## config.mk

```make
export PLATFORM = sky130hd
export DESIGN_NAME = bus_arbiter
export DESIGN_NICKNAME = d
export VERILOG_FILES = /design/src/hdl/fetch_pkg.sv /design/src/hdl/bus_arbiter.sv
export SDC_FILE = /design/constraint.sdc
export NUM_CORES = 1
export LEC_CHECK = 0
export ABC_AREA = 1
export BUFFER_PORTS_ARGS = -buffer_cell sky130_fd_sc_hd__buf_2
export CAP_MARGIN = 20
export CORE_AREA = 5 5 94 96
export CTS_CLUSTER_DIAMETER = 200
export DETAILED_ROUTE_END_ITERATION = 8
export DIE_AREA = 0 0 99 101
export PLACE_DENSITY = 0.59
export SLEW_MARGIN = 0
export SYNTH_ARGS = -nofsm -noshare
export SYNTH_HDL_FRONTEND = slang
export SYNTH_SLANG_ARGS = --single-unit
```

## constraint.sdc

```tcl
create_clock -name clk -period 1.5 [get_ports clk]
set_input_delay 0.075 -clock clk [delete_from_list [all_inputs] [get_ports clk]]
set_output_delay 0.075 -clock clk [all_outputs]
set_load 0.03 [all_outputs]
```

## src/hdl/fetch_pkg.sv

```systemverilog
package fetch_pkg;

    // memory geometry, one entry per 32-bit word
    localparam int MEM_WORDS = 256;
    localparam int MEM_AW    = $clog2(MEM_WORDS);

    // aligner states
    // a misaligned fetch walks through FETCH_FIRST and FETCH_SECOND
    typedef enum logic [1:0] {
        FETCH_ALIGN  = 2'b00,
        FETCH_FIRST  = 2'b01,
        FETCH_SECOND = 2'b10
    } align_state_e;

    // which master currently holds the memory port
    typedef enum logic [1:0] {
        OWNER_NONE = 2'b00,
        OWNER_IBUS = 2'b01,
        OWNER_DBUS = 2'b10
    } bus_owner_e;

endpackage

```

## src/hdl/bus_arbiter.sv

```systemverilog
`timescale 1ns/1ps

module bus_arbiter
    import fetch_pkg::*;
(
    input  logic              clk,
    input  logic              rst,

    input  logic [31:0]       i_ibus_adr,
    input  logic              i_ibus_cyc,
    output logic [31:0]       o_ibus_rdt,
    output logic              o_ibus_ack,

    input  logic [31:0]       i_dbus_adr,
    input  logic [31:0]       i_dbus_dat,
    input  logic [3:0]        i_dbus_sel,
    input  logic              i_dbus_we,
    input  logic              i_dbus_cyc,
    output logic [31:0]       o_dbus_rdt,
    output logic              o_dbus_ack,

    output logic [MEM_AW-1:0] o_mem_adr,
    output logic [31:0]       o_mem_dat,
    output logic [3:0]        o_mem_sel,
    output logic              o_mem_we,
    output logic              o_mem_cyc,
    input  logic [31:0]       i_mem_rdt,
    input  logic              i_mem_ack
);

    bus_owner_e owner_q;
    bus_owner_e owner;
    logic       last_ibus_q;

    // when idle the grant is decided in the same cycle as the request
    always_comb begin
        if (owner_q != OWNER_NONE) begin
            owner = owner_q;
        end else if (i_ibus_cyc && i_dbus_cyc) begin
            owner = last_ibus_q ? OWNER_DBUS : OWNER_IBUS;
        end else if (i_ibus_cyc) begin
            owner = OWNER_IBUS;
        end else if (i_dbus_cyc) begin
            owner = OWNER_DBUS;
        end else begin
            owner = OWNER_NONE;
        end
    end

    always_ff @(posedge clk) begin
        if (rst) begin
            owner_q     <= OWNER_NONE;
            last_ibus_q <= 1'b0;
        end else begin
            owner_q <= i_mem_ack ? OWNER_NONE : owner;
            if (owner_q == OWNER_NONE && owner != OWNER_NONE) begin
                last_ibus_q <= (owner == OWNER_IBUS);
            end
        end
    end

    always_comb begin
        o_mem_adr = '0;
        o_mem_dat = '0;
        o_mem_sel = '0;
        o_mem_we  = 1'b0;
        o_mem_cyc = 1'b0;
        case (owner)
            OWNER_IBUS: begin
                // instruction fetches always read the whole word
                o_mem_adr = i_ibus_adr[MEM_AW+1:2];
                o_mem_sel = 4'hf;
                o_mem_cyc = i_ibus_cyc;
            end
            OWNER_DBUS: begin
                o_mem_adr = i_dbus_adr[MEM_AW+1:2];
                o_mem_dat = i_dbus_dat;
                o_mem_sel = i_dbus_sel;
                o_mem_we  = i_dbus_we;
                o_mem_cyc = i_dbus_cyc;
            end
            default: begin
                o_mem_cyc = 1'b0;
            end
        endcase
    end

    assign o_ibus_ack = i_mem_ack && (owner == OWNER_IBUS);
    assign o_dbus_ack = i_mem_ack && (owner == OWNER_DBUS);
    assign o_ibus_rdt = (owner == OWNER_IBUS) ? i_mem_rdt : '0;
    assign o_dbus_rdt = (owner == OWNER_DBUS) ? i_mem_rdt : '0;

    // a granted transfer keeps the same request on the memory port until the memory answers
    assert property (@(posedge clk) disable iff (rst)
        (o_mem_cyc && !i_mem_ack) |=>
        (o_mem_cyc && $stable({o_mem_adr, o_mem_dat, o_mem_sel, o_mem_we})));

    // an ack only ever goes back to a master that is still waiting for it
    assert property (@(posedge clk) disable iff (rst) o_ibus_ack |-> i_ibus_cyc);
    assert property (@(posedge clk) disable iff (rst) o_dbus_ack |-> i_dbus_cyc);

endmodule

```

==> out/results.ini <==
[power_and_ir_drop]
powerDensity_nw_per_um2 = 632.4
total_power_uw = 2803
peakVddDrop_uv = 364.3
power.leakage_uw = 0.002988

[placed_design]
place.gp.congestion = 0.8234
dp_hpwl_um = 4689
portBuffers = 201
dp_slack_ns = -0.05822

[sta]
setup_viol = 113
worstMarginPinSlew_ns = 0.1930
fin_tns_setup_ns = -17.81
rsz0062_at_grt = yes
clock_skew_ns = 0.00006235
setup_slack_ns = -0.2865
hold_viol_final = 0
final.period_utilization = 1.191
relSlewSlack = 0.8709
slew_violations = 0
period_needed_ns = 1.786
fmaxAchievable_mhz = 559.8

[floorplanning]
initial_core_util = 0.1506
io_pins = 250
die_h_um = 101
fp.coreArea_um2 = 7969
die_x_um = 99
rows = 33
dieArea_um2 = 9999

[worst_setup_path]
reg2reg_depth = 12
cp_max_fo = 7
worstSetupPathType = reg -> out
rr_endpoint = owner_q[1]
arrival_ns = 1.71
required_ns = 1.42
cp-end-kind = primary output
r2r_start = owner_q[0]
start_kind = flop
reg2reg_slack_ns = -0.27

[routing]
drtPass1Iterations = 4
drc = 0
via_per_inst = 4.052
vias = 2496
avgRoutedWirePerCell_um = 14.90
ant_nets = 0
drt-total-wl_um = 9176
drt-initial-drc-count = 28

[run]
maxCapViolCount = 0

[synthesis]
synth_area_um2 = 1200
yosysUniqueCellTypes = 11
syn-num-nets = 420
ys_seq_elements = 3
synthCells = 279
synth_area_per_cell_um2 = 4.301
yosys_warnings = 0
yosysSeqAreaShare = 0.05005

[worst_hold_path]
worstHoldPathType = in -> reg
whs_path_depth = 4
hold_start = rst
hold_end = last_ibus_q

[finish]
final_cell_mix = buf_6, inv_2, buf_2
n_antenna_cell = 0
utilization = 0.5563
final_common_cell = buf_6
final_nets = 653
syn_to_final_growth_pct = 269.4
drive_above_1_share = 0.9217

[status]
violations = setup timing
run_status = complete, but fails checks

[grt]
grt_remaining_overflow = 0
grt_max_degree = 22
grt_pass1_vias = 2411
grt.total_usage = 0.1386
grt_pass1_wl_um = 11420
antenna_found_initial = 0

[clocking]
clockRootBuffer = clkbuf_8
cts_made_buffers = 3
htreeDepth = 1
clock_latency_ns = 0.22
cts_tree = built
ctsLongestPathBuffers = 2
ctsHoldBuffers = 0
path_clk_slew_ns = 0.03
cts.sink_count = 3

[where the power goes]
part	total, uW	switching (uW)	internal (uW)
clock network	239	57.4	182
logic	2470	1380	1090
registers	96.2	7.21	89.0
total	2800	1440	1360
[critical path, cell delays in order (launching register included)]
cell and delay [ns]:
dfxtp_2 0.32, inv_2 0.07, nand3_2 0.09, nand2_2 0.10
buf_6 0.11, ha_4 0.15, buf_12 0.15, clkinvlp_4 0.16
a21oi_2 0.20, buf_6 0.15
[metrics by stage]
step	hold slack, ns	cells	instance area (um^2)
CTS	0.08628	612	3642
detailed placement	0.3263	579	2361
global route	0.1063	616	4433
finish	0.1028	616	4433
global placement	0.3204	579	2361
floorplan	0.2188	279	1200
[cells in the mapped netlist, drive strengths merged]
master  number  share of area
inv        109           0.34
a21oi       16          0.067
nor2         3         0.0094
ha           3          0.031
buf         15          0.091
or2          1         0.0052
dfxtp        3          0.050
nand3        2         0.0083
nand2      127           0.40
[logic make-up (layout without fill, tap and decap cells)]
| logic type | after synthesis | after routing | synth area share |
|---|---|---|---|
| buffers and inverters | 124 | 356 | 0.4317 |
| AND/OR/NAND/NOR | 133 | 133 | 0.4202 |
| adder cells (fa/ha/maj) | 3 | 3 | 0.03129 |
| AO/OA/AOI/OAI | 16 | 16 | 0.06674 |
| flip-flops | 3 | 3 | 0.05005 |
[what timing repair did]
| action | CTS | global route |
|---|---|---|
| setup endpoints to repair | 112 | 114 |
| cloned | 7 | 7 |
| setup buffers | 22 | 3 |
| hold endpoints to repair | 0 | 0 |
| pin swaps | 7 | 70 |
| gates resized for setup | 267 | 298 |
[worst max-delay path by stage]
stage                   endpoint  slack (ns)         from  cells past startpoint
floorplan           o_mem_adr[0]       -0.12   owner_q[1]                      8
global placement    o_mem_sel[3]       -0.05   owner_q[1]                      8
detailed placement  o_mem_sel[3]       -0.06  last_ibus_q                      9
CTS                 o_mem_sel[2]       -0.27  last_ibus_q                      9
global route        o_mem_adr[2]       -0.36  last_ibus_q                      9
finish              o_mem_sel[0]       -0.29   owner_q[1]                      9
[metal layers]
layer  GRT usage  vias to the layer above  share of wire  wire length (um)
li1            -                     1209              -                 -
met2      0.2867                      116           0.57              5213
met1      0.1348                     1163           0.35              3216
met5           0                        -              0                 0
met3     0.03599                        8          0.070               643
met4     0.03151                        0          0.011               103
[flip-flops by register name, summed over array words and instances (netlist names)]
register and flops:
last_ibus_q 1, owner_q 2
[final cells by class]
type	count	area [um^2]
clock buffer	4	45.04
sequential	3	63.81
tap	105	131.4
multi-input combinational	152	1413
timing repair inverter	1	7.507
fill	689	3536
inverter	109	421.7
timing repair buffer	242	2351
Power figures use the tool's default switching activity.
