==> config.mk <==
export PLATFORM = sky130hd
export DESIGN_NAME = fetch_aligner
export DESIGN_NICKNAME = d
export VERILOG_FILES = /design/src/hdl/fetch_pkg.sv /design/src/hdl/fetch_aligner.sv
export SDC_FILE = /design/constraint.sdc
export NUM_CORES = 1
export LEC_CHECK = 0
export BUFFER_PORTS_ARGS = -buffer_cell sky130_fd_sc_hd__buf_2
export CAP_MARGIN = 20
export CORE_MARGIN = 2
export CORE_UTILIZATION = 40
export DETAILED_ROUTE_END_ITERATION = 8
export PLACE_DENSITY = 0.82
export SLEW_MARGIN = 20
export SYNTH_ARGS = -nofsm -noshare
export SYNTH_HDL_FRONTEND = slang
export SYNTH_SLANG_ARGS = --single-unit
==> constraint.sdc <==
create_clock -name clk -period 2.2 [get_ports clk]
set_clock_uncertainty 0.2 [all_clocks]
set_input_delay 0 -clock clk [delete_from_list [all_inputs] [get_ports clk]]
set_output_delay 0 -clock clk [all_outputs]
set_load 0.005 [all_outputs]
==> src/hdl/fetch_pkg.sv <==
package fetch_pkg;

    // memory geometry, one entry per 32-bit word
    localparam int MEM_WORDS = 256;
    localparam int MEM_AW    = $clog2(MEM_WORDS);

    // aligner states
    // a misaligned fetch walks through FETCH_FIRST and FETCH_SECOND
    typedef enum logic [1:0] {
        FETCH_ALIGN  = 2'b00,
        FETCH_FIRST  = 2'b01,
        FETCH_SECOND = 2'b10
    } align_state_e;

    // which master currently holds the memory port
    typedef enum logic [1:0] {
        OWNER_NONE = 2'b00,
        OWNER_IBUS = 2'b01,
        OWNER_DBUS = 2'b10
    } bus_owner_e;

endpackage

==> src/hdl/fetch_aligner.sv <==
`timescale 1ns/1ps

module fetch_aligner
    import fetch_pkg::*;
(
    input  logic        clk,
    input  logic        rst,

    input  logic [31:0] i_ibus_adr,
    input  logic        i_ibus_cyc,
    output logic [31:0] o_ibus_rdt,
    output logic        o_ibus_ack,

    output logic [31:0] o_mem_adr,
    output logic        o_mem_cyc,
    input  logic [31:0] i_mem_rdt,
    input  logic        i_mem_ack
);

    align_state_e state_q;
    align_state_e state_d;

    // upper halfword of the first word of a misaligned fetch
    logic [15:0] hw_q;

    logic        misaligned;
    logic        ack_en;
    logic        second_sel;
    logic        capture;

    assign misaligned = i_ibus_adr[1];

    always_comb begin
        ack_en     = 1'b0;
        second_sel = 1'b0;
        capture    = 1'b0;
        case (state_q)
            FETCH_ALIGN: begin
                // a misaligned request cannot be acked before the state moves on
                ack_en = !misaligned;
            end
            FETCH_FIRST: begin
                capture = i_mem_ack;
            end
            FETCH_SECOND: begin
                ack_en     = 1'b1;
                second_sel = 1'b1;
            end
            default: begin
                ack_en = 1'b0;
            end
        endcase
    end

    always_comb begin
        state_d = state_q;
        case (state_q)
            FETCH_ALIGN: begin
                if (i_ibus_cyc && misaligned) begin
                    state_d = FETCH_FIRST;
                end
            end
            FETCH_FIRST: begin
                // the first word may be delayed by arbitration, so wait for its ack
                if (i_mem_ack) begin
                    state_d = FETCH_SECOND;
                end
            end
            FETCH_SECOND: begin
                if (i_mem_ack) begin
                    state_d = FETCH_ALIGN;
                end
            end
            default: begin
                state_d = FETCH_ALIGN;
            end
        endcase
    end

    always_ff @(posedge clk) begin
        if (rst) begin
            state_q <= FETCH_ALIGN;
        end else begin
            state_q <= state_d;
        end
    end

    always_ff @(posedge clk) begin
        if (capture) begin
            hw_q <= i_mem_rdt[31:16];
        end
    end

    assign o_mem_adr = second_sel ? (i_ibus_adr + 32'd4) : i_ibus_adr;
    // the memory request stays up across both halves of a split fetch
    assign o_mem_cyc = i_ibus_cyc || (state_q != FETCH_ALIGN);

    assign o_ibus_ack = i_mem_ack && ack_en;
    assign o_ibus_rdt = second_sel ? {i_mem_rdt[15:0], hw_q} : i_mem_rdt;

    // the core holds its fetch while both halves of a split fetch are in flight
    assert property (@(posedge clk) disable iff (rst)
        (state_q != FETCH_ALIGN) |-> (i_ibus_cyc && $stable(i_ibus_adr)));

endmodule

==> results of run 1 <==
cell families after synthesis:
| family | count (synthesis) | share of synthesized area [%] |
|---|---|---|
| buffers and inverters | 15 | 4.768 |
| and+or+nand+nor | 62 | 26.27 |
| muxes | 33 | 21.79 |
| AOI/OAI and AO/OA | 3 | 1.027 |
| xor gates and xnor gates | 29 | 14.89 |
| DFF | 18 | 30.52 |
| adders and majority gates | 1 | 0.7336 |
per-layer routing:
layer | track usage (%) | share of wire [%] | up-vias
met2 | 38.46 | 51 | 93
met5 | 0 | 0 | -
met3 | 3.488 | 8.1 | 4
li1 | - | - | 893
met4 | 5.664 | 1.1 | 0
met1 | 21.62 | 39 | 811
Yosys cell counts, drive strengths merged, types with 2 or more instances:
cell,number
a21oi,2
and4,5
and2,2
and3,2
nor4,7
nor3,9
nand4,8
nand3,12
dfxtp,2
xor2,17
inv,7
nand2,6
edfxtp,16
buf,7
nor2,7
xnor2,12
mux2,33
critical path, delay by kind of cell, from the launching register on:
kind	cells	cell delay (ps)
buffers and inverters	1	130
flip-flops	1	370
XOR/XNOR	1	160
AND/OR/NAND/NOR	3	900
sequential cells by signal, indices dropped and copies added, names as in the netlist:
signal / cells
state_q: 2
hw_q: 16
per-stage QoR:
stage | instance area [um^2] | hold slack, ps
2_1_floorplan | 1705 | -144.6
3_3_place_gp | 2401 | -199.9
3_5_place_dp | 2401 | -199.9
4_1_cts | 2646 | 7.271
5_1_grt | 2646 | 43.87
6_report | 2646 | 6.662
worst max-delay path by stage:
stage | startpoint | end | slack (ps)
after floorplan | state_q[1]$_SDFFE_PP0P_ | o_ibus_rdt[10] | 670
after CTS | state_q[0]$_SDFFE_PP0P_ | o_mem_adr[18] | 170
after global placement | state_q[0]$_SDFFE_PP0P_ | o_mem_adr[28] | 490
after global routing | state_q[0]$_SDFFE_PP0P_ | o_mem_adr[22] | 30
final | state_q[0]$_SDFFE_PP0P_ | o_mem_adr[18] | 200
after detailed placement | state_q[0]$_SDFFE_PP0P_ | o_mem_adr[28] | 450
where the power goes:
part / total [mW] / internal, mW / switching, mW
registers: 0.386 / 0.382 / 0.00471
clock network: 0.228 / 0.124 / 0.104
logic: 0.305 / 0.171 / 0.134
area by class of cell:
class                   count  area share [%]
clock buffers               3           1.560
clock inverters             1          0.1418
inverters                   7          0.9929
multi-input cells         128           41.89
flip-flops and latches     18           19.67
well taps                  50           2.364
repair buffers            153           33.38
what timing repair did:
item	CTS	global route
hold buffers	20	0
resized for setup	0	0
hold endpoints to repair	19	0
==> metrics.sh, run 1 <==
WORSTSETUPPATHTYPE='register to output port'
DRT_PRE_ANTENNA_ITERS=4
SYNTH_WARNINGS=0
REG2REG_SLACK_PS=630
DRC_ERRORS=0
MAX_FREQ_MHz=498.9
VIAS_PER_CELL=5.003
CLKTRANSATPATHREGS_PS=60
COUNT_OF_FLIP_FLOPS_WITH_A_BUILT_IN_ENABLE_AFTER_SYNTHESIS=16
CP.ARRIVAL_PS=1800
MULTI_INPUT_AREA_UM2=1109
REG2REGPATHDEPTH=4
STARTPOINT_TYPE='register'
SYNTH_AREA_LEADERS='edfxtp_1 (28%), mux2_2 (22%), xor2_1 (8.7%)'
CLOCK_TREE_SINKS=18
R2R_END='state_q[0]$_SDFFE_PP0P_'
SYNTH_CELL_TYPE_COUNT=30
IO_BUFFER_COUNT=131
RUN_STATUS='completed'
FP.DIEAREA_UM2=4802
POSTSYNTHNETCOUNT=230
TNS_PS=0
REPORT.FINAL.HOLD_VIOL_COUNT=0
POWERDENSITY_nW_PER_UM2=347.6
MIN_FROM='i_ibus_adr[1]'
TRITONCTS.NUM_BUFFERS=3
ASYNC_FLOP_SHARE_PCT=0
SYN_AREA_UM2=1705
CTS_ROOT_BUF='clkbuf_8'
AVGSYNTHCELLAREA_UM2=10.59
FINAL.FILL_COUNT=324
SYNTH_SEQUENTIAL_AREA_RATIO_PCT=30.52
POSTLAYOUTCOREUTIL_PCT=65.22
SYNTH_AREA_LEADER_CELL='edfxtp_1'
VDD.IR_DROP.WORST_uV=327.0
CRIT_PATH_CELL_TRACE='nand4b_4 > nor4_4 > nand3_1 > xnor2_1 > buf_2'
DIE_WIDTH_UM=69.30
YS_SEQ_ELEMENTS=18
HPWLAFTERDP_UM=3651
NUMBER_OF_BUFFERS_BETWEEN_CLOCK_ROOT_AND_THE_DEEPEST_SINK=2
SETUP_REPAIR_AFTER_GLOBAL_ROUTING_MISSED_ITS_MARGIN='no'
NUMNETS_FINAL=380
IO_PINS=134
VIA_COUNT=1801
REGTOREGSTARTPOINT='state_q[0]$_SDFFE_PP0P_'
FLOORPLAN.INITIALDENSITY_PCT=42.03
SLEW_VIOLATIONS=0
LAYOUT-DRIVE-GT1-SHARE_PCT=58.71
FLOORPLAN.ROWS=23
FF_LATCH_AREA_UM2=520.5
MIN_PERIOD_PS=2004
CRIT_PATH_END_KIND='output port'
POST-PLACE-CELLS=336
CP_DATA_REQUIRED_TIME_PS=2000
REPORT.POWER.TOTAL_mW=0.9199
CRIT_PATH_MAX_INCR_DELAY_PS=500
MAX-SLEW-MARGIN-REL_PCT=69.12
GRT_MAX_DEGREE=38
FIRST_ITER_VIOLATIONS=17
DRV.MAX_CAP_VIOLATION_COUNT=0
AREA_DELTA_SYNTH_FINAL_PCT=55.17
ANT_NETS=0
POSTSYNTH.TOPFLOPCELL='edfxtp_1'
POSTCTSSETUPBUFFERS=0
WHS_ENDPOINT='o_mem_adr[1]'
GRT_PASS1_VIAS=1749
GRT_ANTENNA_BEFORE_REPAIR=0
ROUTED_WIRE_LENGTH_PER_INSTANCE_UM=13.79
MOSTFREQUENTLAYOUTCELLS='buf_2 (131), mux2_2 (33), dlygate4sd3_1 (20)'
DIE_HT_UM=69.30
STATIC-LEAKAGE-POWER_nW=1.197
WORST_SLEW_PIN_SLEW_PS=459.8
GROUTE.USAGE.OVERALL_PCT=19.80
PLACER_CONGESTION_ESTIMATE=0.8530
POST_LAYOUT_NONFILLER_INSTANCES=360
SETUP_WS_PS=195.6
LAYOUT.CELLS.MOST_COMMON='buf_2'
WORSTHOLDPATHTYPE='primary input to output port'
INSERTEDDIODECOUNT=0
CRITPATHMAXFANOUT=7
WIRELENGTH_UM=4965
SYNTH_TOP_AREA_SHARE_PCT=28.17
TRITONCTS_CLOCK_TREE='done'
PERIOD_SHARE_PCT=91.11
CORE_AREA_UM2=4058
GRT_FIRST_PASS_WIRELENGTH_UM=7872
SYNTHESIZED_INSTANCE_COUNT=161
OVERFLOW_LEFT_AFTER_GLOBAL_ROUTING=0
HOLD_DEPTH=2
PLACE_WS_PS=453.4
SETUP_VIOLATIONS=0
CTS_MAX_LEVEL=1
CLOCK_LATENCY_AT_THE_LATER_PIN_OF_THE_WORST_SKEW_PAIR_PS=240
CRITICAL_PATH.SLOWEST_CELL='nor4_4'
Note: power is estimated with default switching activity, not from simulation.
==> inputs of run 2 (changes only) <==
==> constraint.sdc (replaced) <==
create_clock -name clk -period 2.2 [get_ports clk]
set_clock_uncertainty 0.2 [all_clocks]
set_input_delay 0.22 -clock clk [delete_from_list [all_inputs] [get_ports clk]]
set_output_delay 0.22 -clock clk [all_outputs]
set_load 0.005 [all_outputs]
==> metrics.sh, run 2 (same netlist as run 1, synthesis figures left out) <==
FLOORPLAN.ROWS=23  # unchanged
TNS_PS=0  # unchanged
FLOORPLAN.INITIALDENSITY_PCT=42.03  # unchanged
DRC_ERRORS=0  # unchanged
TRITONCTS_CLOCK_TREE='done'
CRITICAL_PATH.SLOWEST_CELL='dfxtp_2'
NUMNETS_FINAL=377  # -0.79%
MIN_PERIOD_PS=2087  # +82.41 ps
SETUP_REPAIR_AFTER_GLOBAL_ROUTING_MISSED_ITS_MARGIN='no'
CRIT_PATH_MAX_INCR_DELAY_PS=360  # -140 ps
MOSTFREQUENTLAYOUTCELLS='buf_2 (131), mux2_2 (33), xor2_1 (17), dlygate4sd3_1 (17), edfxtp_1 (16)'
WORST_SLEW_PIN_SLEW_PS=447.5  # -12.30 ps
WORSTHOLDPATHTYPE='primary input to register'
STATIC-LEAKAGE-POWER_nW=1.185  # -0.99%
REPORT.FINAL.HOLD_VIOL_COUNT=0  # unchanged
CRITPATHMAXFANOUT=7  # unchanged
PERIOD_SHARE_PCT=94.85  # +3.7 points
CRIT_PATH_END_KIND='output port'
POWERDENSITY_nW_PER_UM2=348.9  # +0.37%
HPWLAFTERDP_UM=3646  # -0.16%
CP_DATA_REQUIRED_TIME_PS=1780  # -220 ps
VIAS_PER_CELL=5.064  # +1.2%
AREA_DELTA_SYNTH_FINAL_PCT=54.00
GRT_FIRST_PASS_WIRELENGTH_UM=7783  # -1.1%
GRT_MAX_DEGREE=36  # -5.3%
TRITONCTS.NUM_BUFFERS=3  # unchanged
FINAL.FILL_COUNT=331  # +2.2%
LAYOUT-DRIVE-GT1-SHARE_PCT=60.59  # +1.9 points
WIRELENGTH_UM=4810  # -3.1%
FF_LATCH_AREA_UM2=523.0  # +0.48%
MAX-SLEW-MARGIN-REL_PCT=69.94  # +0.83 points
GROUTE.USAGE.OVERALL_PCT=19.45  # -0.35 points
PLACER_CONGESTION_ESTIMATE=0.8233  # -3.5%
SLEW_VIOLATIONS=0  # unchanged
DIE_HT_UM=69.30  # unchanged
DRV.MAX_CAP_VIOLATION_COUNT=0  # unchanged
MAX_FREQ_MHz=479.2  # -3.9%
CTS_MAX_LEVEL=1  # unchanged
IO_PINS=134  # unchanged
CLOCK_TREE_SINKS=18  # unchanged
DPL-INSTANCE-AREA_UM2=2401  # unchanged
INSERTEDDIODECOUNT=0  # unchanged
FINAL_AREA_UM2=2626  # -0.76%
GRT_PASS1_VIAS=1716  # -1.9%
VIA_COUNT=1808  # +0.39%
NUMBER_OF_BUFFERS_BETWEEN_CLOCK_ROOT_AND_THE_DEEPEST_SINK=2  # unchanged
TOP_REGISTER='hw_q'
CLOCK_LATENCY_AT_THE_LATER_PIN_OF_THE_WORST_SKEW_PAIR_PS=250  # about the same
VDD.IR_DROP.WORST_uV=332.4  # +1.6%
TOP_REGS='hw_q: 16 flops, state_q: 2 flops'
REG2REG_SLACK_PS=810  # +180 ps
MULTI_INPUT_AREA_UM2=1116  # +0.68%
DIE_WIDTH_UM=69.30  # unchanged
CRIT_PATH_CELL_TRACE='nand4b_4 > or2_4 > nor4_2 > xor2_1 > buf_2'
STARTPOINT_TYPE='register'
OVERFLOW_LEFT_AFTER_GLOBAL_ROUTING=0  # unchanged
WORSTSETUPPATHTYPE='register to output port'
LAYOUT.CELLS.MOST_COMMON='buf_2'
DRT_PRE_ANTENNA_ITERS=4  # unchanged
CTS_ROOT_BUF='clkbuf_8'
FIRST_ITER_VIOLATIONS=35  # +18
FP.DIEAREA_UM2=4802  # unchanged
CORE_AREA_UM2=4058  # unchanged
SETUP_VIOLATIONS=0  # unchanged
ROUTED_WIRE_LENGTH_PER_INSTANCE_UM=13.47  # -2.3%
NUMBER_OF_FLIP_FLOPS_UNDER_THE_LARGEST_REGISTER_NAME=16  # unchanged
CLKTRANSATPATHREGS_PS=70  # about the same
ANT_NETS=0  # unchanged
GRT_ANTENNA_BEFORE_REPAIR=0  # unchanged
CP.ARRIVAL_PS=1670  # -130 ps
POSTLAYOUTCOREUTIL_PCT=64.72  # -0.49 points
RUN_STATUS='completed'
IO_BUFFER_COUNT=131  # unchanged
run 2: changes by cell type in the layout (fill, tap and decap cells not counted), sizes merged:
cell,delta
dlygate4sd3,-3
run 2: area by class of cell:
class                   instances  area share [%]
repair buffers                150           32.49
well taps                      50           2.382
flip-flops and latches         18           19.91
inverters                       7           1.000
clock inverters                 1          0.1429
clock buffers                   3           1.572
multi-input cells             128           42.50
run 2: path summary, 6_finish.rpt:
| check | start | end | depth (start not counted) |
|---|---|---|---|
| hold reg to reg | state_q[1]$_SDFFE_PP0P_ | state_q[0]$_SDFFE_PP0P_ | 1 |
| hold / removal | i_mem_ack | state_q[1]$_SDFFE_PP0P_ | 4 |
| setup / recovery | state_q[0]$_SDFFE_PP0P_ | o_mem_adr[30] | 5 |
| setup reg to reg | state_q[1]$_SDFFE_PP0P_ | hw_q[15]$_DFFE_PP_ | 3 |
run 2: layer usage:
metal	wire length [um]	track usage, %	vias up	share of wire, %
met1	1903	22.49	820	40
met5	0	0	-	0
met2	2424	35.58	93	50
li1	-	-	887	-
met3	409	3.924	8	8.5
met4	72	6.318	0	1.5
run 2: where the power goes:
group,internal (mW),switching (mW)
Clock,0.124,0.107
Sequential,0.382,0.00454
Combinational,0.167,0.132
run 2: through the flow:
step	instances	setup slack [ps]	hold slack, ps	power (mW)
after floorplan	161	454.5	92.38	0.5050
after global placement	336	272.1	203.9	0.6600
after detailed placement	336	246.1	207.1	0.6662
after CTS	357	32.16	123.9	0.9162
after global routing	357	7.493	152.2	0.9649
final	357	113.2	117.3	0.9163
run 2: what timing repair did:
action | in CTS | in global routing
setup buffers | 0 | 0
gates resized for setup | 0 | 4
setup endpoints to repair | 5 | 7
hold buffers | 17 | 0
endpoints found under the hold margin | 18 | 0
pin swaps | 1 | 0
run 2: critical path: cells and delay by family (launching register included):
kind / cells / cell delay [ps]
XOR/XNOR: 1 / 170
buffers and inverters: 1 / 130
flip-flops: 1 / 360
AND/OR/NAND/NOR: 3 / 770
